<file path="config.mk">
export PLATFORM = sky130hd
export DESIGN_NAME = lsu_top
export DESIGN_NICKNAME = d
export VERILOG_FILES = /design/src/design/lsu_pkg.sv /design/src/design/lsu_top.sv /design/src/design/apb_mem_port.sv /design/src/design/load_unit.sv /design/src/design/store_queue.sv
export SDC_FILE = /design/constraint.sdc
export NUM_CORES = 2
export LEC_CHECK = 0
export BUFFER_PORTS_ARGS = -buffer_cell sky130_fd_sc_hd__buf_2
export CAP_MARGIN = 20
export CORE_MARGIN = 10
export CORE_UTILIZATION = 40
export CTS_CLUSTER_DIAMETER = 80
export DETAILED_ROUTE_END_ITERATION = 6
export SYNTH_ARGS = -nofsm -noshare
export SYNTH_HDL_FRONTEND = slang
export SYNTH_SLANG_ARGS = --single-unit
</file>
<file path="constraint.sdc">
create_clock -name clk -period 16 [get_ports clk]
set_input_delay 3.2 -clock clk [delete_from_list [all_inputs] [get_ports clk]]
set_output_delay 3.2 -clock clk [all_outputs]
set_load 0.01 [all_outputs]
</file>
<file path="src/design/lsu_pkg.sv">
// Shared widths and encodings for the load/store unit.
// Every access is one aligned 64-bit word. There are no byte enables and no partial overlap.
// The store queue depth must be a power of two, 2 or more.

package lsu_pkg;

  // ********************************************************************
  // widths
  // ********************************************************************

  // data word carried by stores and loads.
  localparam int DATA_W = 64;

  // byte address on the memory side.
  localparam int ADDR_W = 32;

  // immediate displacement, sign-extended to ADDR_W.
  localparam int DISP_W = 16;

  // result tag (physical register and ROB index).
  localparam int TAG_W = 6;

  localparam int SQ_DEPTH_DEFAULT = 8;

  // ********************************************************************
  // operation kind, as carried on op_is_st_i
  // ********************************************************************

  localparam logic OP_LOAD  = 1'b0;
  localparam logic OP_STORE = 1'b1;

endpackage
</file>
<file path="src/design/lsu_top.sv">
// Load/store functional unit. Operations arrive in program order.
// Only one load is in flight at a time. Stores wait in the queue until retired.
// The APB slave must not signal errors, and PSLVERR is not observed.

`timescale 1ns/100ps

module lsu_top #(
  parameter int SQ_DEPTH = lsu_pkg::SQ_DEPTH_DEFAULT
) (
  input  logic                       clk,
  input  logic                       rst,
  input  logic                       op_vld_i,
  input  logic                       op_is_st_i,
  input  logic [lsu_pkg::ADDR_W-1:0] base_i,
  input  logic [lsu_pkg::DATA_W-1:0] st_data_i,
  input  logic [lsu_pkg::DISP_W-1:0] disp_i,
  input  logic [lsu_pkg::TAG_W-1:0]  tag_i,
  input  logic                       retire_st_i,
  input  logic [lsu_pkg::DATA_W-1:0] prdata_i,
  input  logic                       pready_i,
  output logic                       op_rdy_o,
  output logic                       result_vld_o,
  output logic [lsu_pkg::DATA_W-1:0] result_data_o,
  output logic [lsu_pkg::TAG_W-1:0]  result_tag_o,
  output logic                       sq_empty_o,
  output logic                       psel_o,
  output logic                       penable_o,
  output logic                       pwrite_o,
  output logic [lsu_pkg::ADDR_W-1:0] paddr_o,
  output logic [lsu_pkg::DATA_W-1:0] pwdata_o
);

  logic                       rdy_q;
  logic                       accept;
  logic                       sq_push;
  logic                       ld_push;
  logic                       sq_full;
  logic                       ld_busy;
  logic [lsu_pkg::ADDR_W-1:0] addr;
  logic [lsu_pkg::ADDR_W-1:0] fwd_addr;
  logic                       fwd_hit;
  logic [lsu_pkg::DATA_W-1:0] fwd_data;
  logic                       drain_req;
  logic                       drain_ack;
  logic [lsu_pkg::ADDR_W-1:0] drain_addr;
  logic [lsu_pkg::DATA_W-1:0] drain_data;
  logic                       rd_req;
  logic                       rd_ack;
  logic [lsu_pkg::ADDR_W-1:0] rd_addr;
  logic [lsu_pkg::DATA_W-1:0] rd_data;

  // effective address is base plus the sign-extended displacement.
  assign addr = base_i +
                {{(lsu_pkg::ADDR_W-lsu_pkg::DISP_W){disp_i[lsu_pkg::DISP_W-1]}}, disp_i};

  // rdy_q holds ready low through reset and for the first cycle after it.
  always_ff @(posedge clk) begin
    if (rst) begin
      rdy_q <= 1'b0;
    end else begin
      rdy_q <= 1'b1;
    end
  end

  assign op_rdy_o = rdy_q & ~sq_full & ~ld_busy;
  assign accept   = op_vld_i & op_rdy_o;
  assign sq_push  = accept & (op_is_st_i == lsu_pkg::OP_STORE);
  assign ld_push  = accept & (op_is_st_i == lsu_pkg::OP_LOAD);

  store_queue #(
    .SQ_DEPTH (SQ_DEPTH)
  ) u_sq (
    .clk          (clk),
    .rst          (rst),
    .push_i       (sq_push),
    .addr_i       (addr),
    .data_i       (st_data_i),
    .retire_i     (retire_st_i),
    .fwd_addr_i   (fwd_addr),
    .drain_ack_i  (drain_ack),
    .full_o       (sq_full),
    .empty_o      (sq_empty_o),
    .fwd_hit_o    (fwd_hit),
    .fwd_data_o   (fwd_data),
    .drain_req_o  (drain_req),
    .drain_addr_o (drain_addr),
    .drain_data_o (drain_data)
  );

  load_unit u_ld (
    .clk           (clk),
    .rst           (rst),
    .ld_i          (ld_push),
    .addr_i        (addr),
    .tag_i         (tag_i),
    .fwd_hit_i     (fwd_hit),
    .fwd_data_i    (fwd_data),
    .rd_ack_i      (rd_ack),
    .rd_data_i     (rd_data),
    .busy_o        (ld_busy),
    .fwd_addr_o    (fwd_addr),
    .rd_req_o      (rd_req),
    .rd_addr_o     (rd_addr),
    .result_vld_o  (result_vld_o),
    .result_data_o (result_data_o),
    .result_tag_o  (result_tag_o)
  );

  apb_mem_port u_apb (
    .clk          (clk),
    .rst          (rst),
    .drain_req_i  (drain_req),
    .drain_addr_i (drain_addr),
    .drain_data_i (drain_data),
    .rd_req_i     (rd_req),
    .rd_addr_i    (rd_addr),
    .prdata_i     (prdata_i),
    .pready_i     (pready_i),
    .drain_ack_o  (drain_ack),
    .rd_ack_o     (rd_ack),
    .rd_data_o    (rd_data),
    .psel_o       (psel_o),
    .penable_o    (penable_o),
    .pwrite_o     (pwrite_o),
    .paddr_o      (paddr_o),
    .pwdata_o     (pwdata_o)
  );

endmodule

</file>
<file path="src/design/apb_mem_port.sv">
// APB master shared by store drains and load reads.
// One transfer at a time. When both sides wait, the grant alternates.
// PSLVERR is not supported, and every transfer is taken as successful.

`timescale 1ns/100ps

module apb_mem_port (
  input  logic                       clk,
  input  logic                       rst,
  input  logic                       drain_req_i,
  input  logic [lsu_pkg::ADDR_W-1:0] drain_addr_i,
  input  logic [lsu_pkg::DATA_W-1:0] drain_data_i,
  input  logic                       rd_req_i,
  input  logic [lsu_pkg::ADDR_W-1:0] rd_addr_i,
  input  logic [lsu_pkg::DATA_W-1:0] prdata_i,
  input  logic                       pready_i,
  output logic                       drain_ack_o,
  output logic                       rd_ack_o,
  output logic [lsu_pkg::DATA_W-1:0] rd_data_o,
  output logic                       psel_o,
  output logic                       penable_o,
  output logic                       pwrite_o,
  output logic [lsu_pkg::ADDR_W-1:0] paddr_o,
  output logic [lsu_pkg::DATA_W-1:0] pwdata_o
);

  typedef enum logic [1:0] {IDLE, SETUP, ACCESS} state_t;

  state_t                     state_q;
  logic                       sel_rd_q;
  logic                       last_rd_q;
  logic                       pick_rd;
  logic [lsu_pkg::ADDR_W-1:0] paddr_q;
  logic [lsu_pkg::DATA_W-1:0] pwdata_q;
  logic                       done;

  // a lone requester wins, otherwise serve the side not served last.
  assign pick_rd = rd_req_i & (~drain_req_i | ~last_rd_q);
  assign done    = (state_q == ACCESS) & pready_i;

  always_ff @(posedge clk) begin
    if (rst) begin
      state_q   <= IDLE;
      sel_rd_q  <= 1'b0;
      last_rd_q <= 1'b0;
    end else begin
      case (state_q)
        IDLE: begin
          if (rd_req_i || drain_req_i) begin
            state_q   <= SETUP;
            sel_rd_q  <= pick_rd;
            last_rd_q <= pick_rd;
          end
        end
        SETUP:   state_q <= ACCESS;
        ACCESS:  state_q <= pready_i ? IDLE : ACCESS;
        default: state_q <= IDLE;
      endcase
    end
  end

  // address and write data are captured once and held for the whole transfer.
  always_ff @(posedge clk) begin
    if (state_q == IDLE) begin
      paddr_q  <= pick_rd ? rd_addr_i : drain_addr_i;
      pwdata_q <= drain_data_i;
    end
  end

  assign psel_o      = (state_q != IDLE);
  assign penable_o   = (state_q == ACCESS);
  assign pwrite_o    = ~sel_rd_q;
  assign paddr_o     = paddr_q;
  assign pwdata_o    = pwdata_q;
  assign drain_ack_o = done & ~sel_rd_q;
  assign rd_ack_o    = done & sel_rd_q;
  assign rd_data_o   = prdata_i;

  a_access_stable: assert property (@(posedge clk) disable iff (rst)
    penable_o |-> ($past(psel_o) && $stable(paddr_o) && $stable(pwrite_o) &&
                   $stable(pwdata_o)));

  // the granted side keeps its request up until its transfer ends.
  a_req_held: assert property (@(posedge clk) disable iff (rst)
    psel_o |-> (sel_rd_q ? rd_req_i : drain_req_i));

endmodule

</file>
<file path="src/design/load_unit.sv">
// Single-entry load tracker. Only one load is outstanding at a time.
// A store queue hit completes the load one cycle after acceptance. A miss
// issues a memory read and completes one cycle after its ack.

`timescale 1ns/100ps

module load_unit (
  input  logic                       clk,
  input  logic                       rst,
  input  logic                       ld_i,
  input  logic [lsu_pkg::ADDR_W-1:0] addr_i,
  input  logic [lsu_pkg::TAG_W-1:0]  tag_i,
  input  logic                       fwd_hit_i,
  input  logic [lsu_pkg::DATA_W-1:0] fwd_data_i,
  input  logic                       rd_ack_i,
  input  logic [lsu_pkg::DATA_W-1:0] rd_data_i,
  output logic                       busy_o,
  output logic [lsu_pkg::ADDR_W-1:0] fwd_addr_o,
  output logic                       rd_req_o,
  output logic [lsu_pkg::ADDR_W-1:0] rd_addr_o,
  output logic                       result_vld_o,
  output logic [lsu_pkg::DATA_W-1:0] result_data_o,
  output logic [lsu_pkg::TAG_W-1:0]  result_tag_o
);

  logic                       busy_q;
  logic [lsu_pkg::ADDR_W-1:0] addr_q;
  logic [lsu_pkg::TAG_W-1:0]  tag_q;
  logic                       res_vld_q;
  logic [lsu_pkg::DATA_W-1:0] res_data_q;
  logic [lsu_pkg::TAG_W-1:0]  res_tag_q;
  logic                       fwd_done;
  logic                       mem_done;

  // the queue search runs on the incoming address in the acceptance cycle.
  assign fwd_addr_o = addr_i;
  assign fwd_done   = ld_i & fwd_hit_i;
  assign mem_done   = busy_q & rd_ack_i;

  // ********************************************************************
  // control
  // ********************************************************************

  always_ff @(posedge clk) begin
    if (rst) begin
      busy_q    <= 1'b0;
      res_vld_q <= 1'b0;
    end else begin
      res_vld_q <= fwd_done | mem_done;
      if (ld_i && !fwd_hit_i) begin
        busy_q <= 1'b1;
      end else if (mem_done) begin
        busy_q <= 1'b0;
      end
    end
  end

  // ********************************************************************
  // payload
  // ********************************************************************

  always_ff @(posedge clk) begin
    if (ld_i) begin
      addr_q <= addr_i;
      tag_q  <= tag_i;
    end
    if (fwd_done) begin
      res_data_q <= fwd_data_i;
      res_tag_q  <= tag_i;
    end else if (mem_done) begin
      res_data_q <= rd_data_i;
      res_tag_q  <= tag_q;
    end
  end

  assign busy_o        = busy_q;
  assign rd_req_o      = busy_q;
  assign rd_addr_o     = addr_q;
  assign result_vld_o  = res_vld_q;
  assign result_data_o = res_data_q;
  assign result_tag_o  = res_tag_q;

  // the top level must hold off new operations while a read is outstanding.
  a_no_load_while_busy: assert property (@(posedge clk) disable iff (rst)
    ld_i |-> !busy_q);

endmodule

</file>
<file path="src/design/store_queue.sv">
// Circular store queue with tail, retire and head pointers.
// SQ_DEPTH must be a power of two, 2 or more. Addresses are compared in full
// because every access is one aligned word.
// Retired entries drain in order through a request/ack handshake.

`timescale 1ns/100ps

module store_queue #(
  parameter int SQ_DEPTH = lsu_pkg::SQ_DEPTH_DEFAULT
) (
  input  logic                       clk,
  input  logic                       rst,
  input  logic                       push_i,
  input  logic [lsu_pkg::ADDR_W-1:0] addr_i,
  input  logic [lsu_pkg::DATA_W-1:0] data_i,
  input  logic                       retire_i,
  input  logic [lsu_pkg::ADDR_W-1:0] fwd_addr_i,
  input  logic                       drain_ack_i,
  output logic                       full_o,
  output logic                       empty_o,
  output logic                       fwd_hit_o,
  output logic [lsu_pkg::DATA_W-1:0] fwd_data_o,
  output logic                       drain_req_o,
  output logic [lsu_pkg::ADDR_W-1:0] drain_addr_o,
  output logic [lsu_pkg::DATA_W-1:0] drain_data_o
);

  localparam int IDX_W = $clog2(SQ_DEPTH);

  // pointers carry one extra wrap bit so that full and empty differ.
  logic [IDX_W:0]               tail_q;
  logic [IDX_W:0]               ret_q;
  logic [IDX_W:0]               head_q;
  logic [IDX_W:0]               count;
  logic [lsu_pkg::ADDR_W-1:0]   addr_mem [SQ_DEPTH];
  logic [lsu_pkg::DATA_W-1:0]   data_mem [SQ_DEPTH];

  // ********************************************************************
  // pointers
  // ********************************************************************

  always_ff @(posedge clk) begin
    if (rst) begin
      tail_q <= '0;
      ret_q  <= '0;
      head_q <= '0;
    end else begin
      if (push_i) begin
        tail_q <= tail_q + 1'b1;
      end
      if (retire_i) begin
        ret_q <= ret_q + 1'b1;
      end
      if (drain_ack_i) begin
        head_q <= head_q + 1'b1;
      end
    end
  end

  always_ff @(posedge clk) begin
    if (push_i) begin
      addr_mem[tail_q[IDX_W-1:0]] <= addr_i;
      data_mem[tail_q[IDX_W-1:0]] <= data_i;
    end
  end

  assign count   = tail_q - head_q;
  // count reaches SQ_DEPTH only when its top bit is set.
  assign full_o  = count[IDX_W];
  assign empty_o = (count == '0);

  // entries from head up to the retire pointer are retired and wait to drain.
  assign drain_req_o  = (head_q != ret_q);
  assign drain_addr_o = addr_mem[head_q[IDX_W-1:0]];
  assign drain_data_o = data_mem[head_q[IDX_W-1:0]];

  // ********************************************************************
  // forward search
  // ********************************************************************

  // walk from oldest to youngest so that the last match found is the youngest.
  // retired stores count too, since memory has not seen them yet.
  always_comb begin
    logic [IDX_W-1:0] slot;
    fwd_hit_o  = 1'b0;
    fwd_data_o = '0;
    slot       = '0;
    for (int i = 0; i < SQ_DEPTH; i++) begin
      slot = head_q[IDX_W-1:0] + i[IDX_W-1:0];
      if ((i[IDX_W:0] < count) && (addr_mem[slot] == fwd_addr_i)) begin
        fwd_hit_o  = 1'b1;
        fwd_data_o = data_mem[slot];
      end
    end
  end

  // ********************************************************************
  // assertions
  // ********************************************************************

  a_no_push_full: assert property (@(posedge clk) disable iff (rst)
    push_i |-> !full_o);

  a_no_retire_past_tail: assert property (@(posedge clk) disable iff (rst)
    retire_i |-> (ret_q != tail_q));

  // the port may hold the write for wait states, so the entry must not move.
  a_drain_stable: assert property (@(posedge clk) disable iff (rst)
    (drain_req_o && !drain_ack_i) |=>
      (drain_req_o && $stable(drain_addr_o) && $stable(drain_data_o)));

endmodule

</file>
-- After elaboration in Yosys (flattened, before gate mapping)
Memory sizes are Yosys's and may differ from the RTL's. A register that Yosys moved wholly into a read port is not among the register bits.
Cells that the tools add are included.
- flip-flop bits (word level): 222
- bits in writable memories: 768
- word-level logic and storage cells: 116
- memories kept: 2
- $add $sub $neg: 12
- $lt $le $gt $ge: 8
- equality and inequality tests: 12
- multiplexer cells: 33
- bitwise gates (word level): 18
- reduce and logical (&&, ||, !) cells: 17
- memories (memory ; words ; width ; rd ports ; clocked after memory_dff ; wr ports ; RTL line ; RTL):
    u_sq.data_mem ; 8 ; 64 ; 8 ; 1 ; 1 ; store_queue.sv:36 ; logic [lsu_pkg::DATA_W-1:0] data_mem [SQ_DEPTH];
    u_sq.addr_mem ; 8 ; 32 ; 8 ; 1 ; 1 ; store_queue.sv:35 ; logic [lsu_pkg::ADDR_W-1:0] addr_mem [SQ_DEPTH];
- operators with widths (cell ; count):
    $mux 64 ; 10
    $eq 32x32->1 ; 8
    $add 32x32->32 ; 1
    $mux 32 ; 1
    $lt 3x4->1 const A ; 4
    $mux 1 ; 13
    $add 3x3->3 const B ; 4
    $add 4x1->4 const B ; 3
    $mux 3 ; 4
    $mux 6 ; 2
    $and 1x1->1 ; 11
    $logic_and 1x1->1 ; 9
    $lt 1x4->1 const A ; 2
    $lt 2x4->1 const A ; 2
    $add 3x2->3 const B ; 2
    $pmux 2 s3 ; 1
    $reduce_bool 2->1 ; 3
    $not 1->1 ; 5
    $logic_not 4->1 ; 1
    $mux 2 ; 2
    $ne 4x4->1 ; 1
    $sub 4x4->4 ; 1
    $add 3x1->3 const B ; 1
    $eq 2x1->1 const B ; 1
    7 further kinds ; 8

-- Logic depth before layout (Yosys ltp)
- depth in word-level cells: 14
- depth in mapped cells: 27
- depth with buffers taken out: 17

-- Cells and area by module
From an unflattened synthesis, not the netlist that was laid out.
- cell total of the unflattened synthesis: 6076
- area total of the unflattened synthesis: 75876.5 um2
- modules (own cells, without submodules) (module ; times used ; cells an instance ; area an instance (um2) ; sequential area each (um2)):
    store_queue ; 1 ; 5409 ; 65828.1 ; 23362.4
    load_unit ; 1 ; 227 ; 4481.8 ; 3283.1
    apb_mem_port ; 1 ; 213 ; 3920.0 ; 2942.8
    lsu_top ; 1 ; 227 ; 1646.6 ; 20.0

-- Worst setup path after synthesis
No wires, ideal clock.
- path kind: input-to-reg
- start point: input port op_is_st_i
- end point: memory u_sq.addr_mem[0][0] in the netlist's numbering (enable)
- arrival: 10143 ps
- required time: 15332 ps
- path slack: 5189 ps
- stages on the path: 4
- path buffers: 1
- path through: and3_1 clkbuf_1 nand2_1 nor3_1
- word-level cells in the longest chain between the ends: 3
- RTL lines (element ; RTL line ; RTL):
    from (decl) ; lsu_top.sv:13 ; input logic op_is_st_i,
    $and 1x1->1 ; lsu_top.sv:67 ; assign sq_push = accept & (op_is_st_i == lsu_pkg::OP_STORE);
    $mux 1 ; store_queue.sv:61 ; if (push_i) begin
    $mux 1 (not written as such) ; store_queue.sv:62 ; addr_mem[tail_q[IDX_W-1:0]] <= addr_i;
    to (decl) ; store_queue.sv:35 ;
No other way between the ends.

-- Worst setup path after layout
- start point: input port base_i[0] in the netlist's numbering
- end point: register u_ld.res_tag_q (netlist bit u_ld.result_tag_o[2]) (enable)
- word-level cells in the longest chain between the ends: 13
- elaborated cells on any way between the ends: 27
- those cells by class: add/sub: 1; eq/ne: 8; mux: 8; bitwise: 1; reduce/logical: 9
- RTL lines (element ; RTL line ; RTL):
    from (decl) ; lsu_top.sv:14 ; input logic [lsu_pkg::ADDR_W-1:0] base_i,
    $add 32x32->32 (*) ; lsu_top.sv:53 ; assign addr = base_i +
    net addr (one bit) ; lsu_top.sv:39 ; logic [lsu_pkg::ADDR_W-1:0] addr;
    $eq 32x32->1 ; store_queue.sv:90 ; if ((i[IDX_W:0] < count) && (addr_mem[slot] == fwd_addr_i)) begin
    $logic_and 1x1->1 ; store_queue.sv:90 ;
    $mux 1 (7 in series) ; store_queue.sv:90 ;
    $mux 1 (*) ; store_queue.sv:90 ;
    $and 1x1->1 (*) ; load_unit.sv:37 ; assign fwd_done = ld_i & fwd_hit_i;
    $reduce_bool 2->1 (no line) (*) ; n/a ;
    to (signal assigned) ; load_unit.sv:69 ; res_tag_q <= tag_i;
    to (signal assigned) ; load_unit.sv:72 ; res_tag_q <= tag_q;
    to (decl) ; load_unit.sv:31 ; logic [lsu_pkg::TAG_W-1:0] res_tag_q;
Mark *: on every way through the listed nets, which the timed path passes. The rest lies on a longest branch.
A chain may end at the register's enable or synchronous reset.

==> results.py <==
metrics = {
    "outcome": {
        "result_of_the_run": "complete, no violations",
    },
    "die": {
        "design.die.area_um2": 200600,
        "placement_rows": 157,
        "floorplan.io_pins": 360,
        "core_area_um2": 182700,
        "initial_utilization_pct": 40.09,
        "chipWidth_um": 447.9,
        "die-height_um": 447.9,
    },
    "routing": {
        "postRouteAntennaNets": 0,
        "route.detailed.drc": 0,
        "drt-wirelength-per-cell_um": 32.50,
        "routed_via_density": 6.806,
        "first_iter_violations": 5716,
        "wl_mm": 246.6,
        "detail_route.first_pass.iterations": 6,
        "dr_total_vias": 51650,
    },
    "layout": {
        "finalNetCount": 5314,
        "layout-drive-gt1-share_pct": 37.56,
        "nFillCells": 16040,
        "most_common_library_cell_in_the_layout_ignoring_fill_and_taps": "edfxtp_1",
        "most-common-layout-cells": "edfxtp_1, mux4_2, mux2i_1",
        "post_layout_instance_count_excluding_filler_cells": 7589,
        "area.growth.synth_to_final_pct": 11.14,
    },
    "setup_path": {
        "worstPathMaxFanout": 113,
        "reg2reg_slack_ns": 6.22,
        "worstSetupPathType": "in -> reg",
        "cp_slowest_stage_delay_ns": 0.89,
        "worst-endpoint-arrival_ns": 10.43,
        "timing.reg2reg.worst_path_depth": 16,
        "worst_setup_path_end_kind": "flip-flop",
        "cp_slowest_cell": "buf_4",
        "crit_required_ns": 16.38,
        "worstPathBufferInverterCount": 5,
        "critical_path.endpoint": "u_ld.result_tag_o[2]",
        "r2r-end": "u_ld.result_tag_o[2]",
        "critical_path.startpoint": "base_i[0]",
        "crit_cells": 19,
        "crit_path_start_kind": "input pin",
        "rr_startpoint": "u_sq.head_q[1]",
        "worstPathCellList": "buf_2 -> ha_1 -> inv_1 -> fa_1 -> nor2b_1 -> o22ai_1 -> xor2_1 -> clkinv_1 -> xnor2_1 -> or4_1 -> nor4_1 -> nand4_1 -> nor4_1 -> nand2_4 -> o2111ai_1 -> o21ai_4 -> buf_12 -> nand2_4 -> buf_4",
        "worst_path_dominant_cell_family": "simple AND/OR/NAND/NOR gates",
    },
    "clock_tree": {
        "clkSinkCount": 993,
        "cts_max_path_buffers": 3,
        "cts_tree": "built",
        "cts_hold_repair.buffers": 0,
        "ctsRootBufferMaster": "clkbuf_16",
        "clk_pin_slew_ns": 0.06,
        "post_cts_resized": 0,
        "tritoncts.num_buffers": 119,
        "clkLatencyLatePin_ns": 0.81,
        "max_h_tree_level": 3,
        "post_cts.repair.setup_buffers": 0,
    },
    "synth": {
        "synth.ff_latch_count": 993,
        "synth_seq_area_share_pct": 40.42,
        "postSynth.asyncResetShare_pct": 0,
        "synth.cell_area_um2": 73250,
        "netlist_instances": 4959,
        "synth_area_per_cell_um2": 14.77,
        "synth_nets": 5188,
        "number_of_enable_flip_flop_cells_after_synthesis": 972,
        "ys_types": 96,
        "synth.yosys.warnings": 0,
        "synth-main-ff-cell": "edfxtp_1",
    },
    "sta": {
        "rsz0062_at_grt": "false",
        "tightestPinTransition_ns": 1.179,
        "final_max_slew_viol_count": 0,
        "highest_clock_rate_mhz": 99.45,
        "finalCriticalPeriod_ns": 10.05,
        "fin_tns_setup_ns": 0,
        "setup_viol": 0,
        "layout_worst_path_cycle_share_pct": 62.84,
        "max-slew-margin-rel_pct": 21.39,
        "skew_ns": 0.08359,
        "timing.final.hold_violations": 0,
    },
    "pwr": {
        "report.power.total_mw": 7.149,
        "powerDensity_nw_per_um2": 87.81,
        "power.ir.vdd_worst_v": 0.0001218,
        "power.leakage_nw": 26.85,
    },
    "placed_design": {
        "post-dp-hpwl_mm": 150.4,
        "final_estimated_routing_congestion_in_global_placement": 0.9287,
        "post-place-cells": 7345,
        "place.port_buffers": 359,
    },
    "global_route": {
        "track_usage_pct": 23.89,
        "grt_remaining_overflow": 0,
        "first_global_vias": 50750,
        "antenna_found_initial": 36,
        "largest_net_degree_at_the_start_of_global_routing": 145,
        "grt_first_pass_wirelength_mm": 357.2,
    },
    "run": {
        "cap_viol_max_count": 0,
    },
    "hold_path": {
        "hold_sp": "u_ld.tag_q[5]",
        "hold_class": "reg -> reg",
    },
}
==> worst min-delay path by stage <==
| stage | endpoint | depth (start not counted) |
|---|---|---|
| 6_report | u_ld.result_tag_o[5] | 1 |
| 5_1_grt | u_ld.result_tag_o[5] | 1 |
| 4_1_cts | u_ld.result_tag_o[5] | 1 |
| 3_5_place_dp | u_sq.tail_q[0] | 2 |
| 3_3_place_gp | u_sq.tail_q[0] | 2 |
| 2_1_floorplan | u_apb.state_q[1] | 2 |
==> cell usage after synthesis, drive strengths merged, types with 11 or more instances <==
cell | number | area share, %
o31ai | 14 | 0.18
dfxtp | 21 | 0.57
nand3 | 38 | 0.26
a22oi | 57 | 0.58
xnor3 | 22 | 0.68
a221oi | 15 | 0.18
nor3 | 32 | 0.23
mux4 | 959 | 29
and3 | 25 | 0.21
nand4 | 47 | 0.40
a211oi | 28 | 0.31
nor2 | 167 | 0.87
mux2i | 563 | 7.7
mux2 | 215 | 3.3
nand2 | 190 | 0.97
nor2b | 24 | 0.20
o311ai | 24 | 0.29
and2 | 51 | 0.44
o21ai | 206 | 1.4
nor4 | 31 | 0.27
a21oi | 151 | 1.1
buf | 259 | 1.8
a21o | 11 | 0.11
clkbuf | 199 | 1.0
a211o | 91 | 1.1
xor2 | 91 | 1.1
xnor2 | 158 | 2.0
inv | 33 | 0.17
ha | 39 | 0.67
edfxtp | 972 | 40
a31o | 50 | 0.60
==> report_power, final <==
group          total [mW]  internal [mW]  switching (mW)  leakage [nW]
Sequential           3.02           2.97          0.0454          9.04
Combinational        1.24          0.520           0.723          15.8
Clock                2.89           1.70            1.18          2.01
Total                7.15           5.20            1.95          26.9
==> cell families after synthesis <==
| family | synth area share (%) |
|---|---|
| mux | 40.49 |
| fa+ha+maj | 0.7209 |
| simple gates | 4.494 |
| flops | 40.42 |
| xor+xnor | 3.814 |
| buf+inv | 2.982 |
| compound gates | 7.080 |
==> stage by stage <==
stage               hold slack (ns)  setup slack, ns  cell area, um^2  util, %
floorplan                    0.4632            5.189            73250        -
global route                 0.5433            5.755            81400    44.56
CTS                          0.5200            5.988            81300    44.50
detailed placement           0.5167            5.216            77140    42.22
finish                       0.5212            5.945            81410    44.56
global placement             0.4939            5.270            77110    42.21
==> per-layer routing <==
layer | global-route usage, % | up-vias | part of all wire (%)
met5 | 0 | - | 0.045
met4 | 12.93 | 16 | 5.8
met3 | 4.158 | 611 | 8.7
met2 | 38.86 | 3026 | 48
met1 | 30.45 | 26870 | 37
li1 | - | 21130 | -
==> worst reg2reg max path: stages (launching register included) <==
cell     delay (ns)
dfxtp_4        1.05
inv_6          0.33
ha_4           1.02
buf_12         0.64
buf_4          0.96
buf_4          0.77
mux4_2         0.63
mux2i_1        0.18
xnor2_1        0.10
nor3_1         0.47
nand4_1        0.23
or4_2          0.95
nand4_1        0.26
o21ai_4        0.10
buf_12         0.26
nand2_4        0.46
buf_4          0.89
==> state kept, by name, summed over array words and instances (netlist names), named ones only <==
signal              cells
u_sq.ret_q              4
u_sq.data_mem         512
u_apb.pwdata_o         64
u_ld.rd_addr_o         32
u_ld.result_vld_o       1
u_apb.sel_rd_q          1
u_sq.addr_mem         256
u_ld.tag_q              6
rdy_q                   1
u_sq.tail_q             4
u_apb.paddr_o          32
u_ld.result_tag_o       6
u_ld.result_data_o     64
u_apb.state_q           2
u_sq.head_q             4
u_ld.busy_o             1
==> area by class of cell <==
cell class	instances	area, um^2	share of cell area (%)
Multi-Input combinational cell	3473	41710	51.23
Timing Repair Buffer	463	2744	3.371
Tap cell	2385	2984	3.666
Antenna cell	18	45.04	0.05533
Inverter	35	136.4	0.1675
Clock inverter	86	1101	1.353
Sequential cell	993	29630	36.40
Clock buffer	136	3062	3.761
Note: power is estimated with default switching activity, not from simulation.
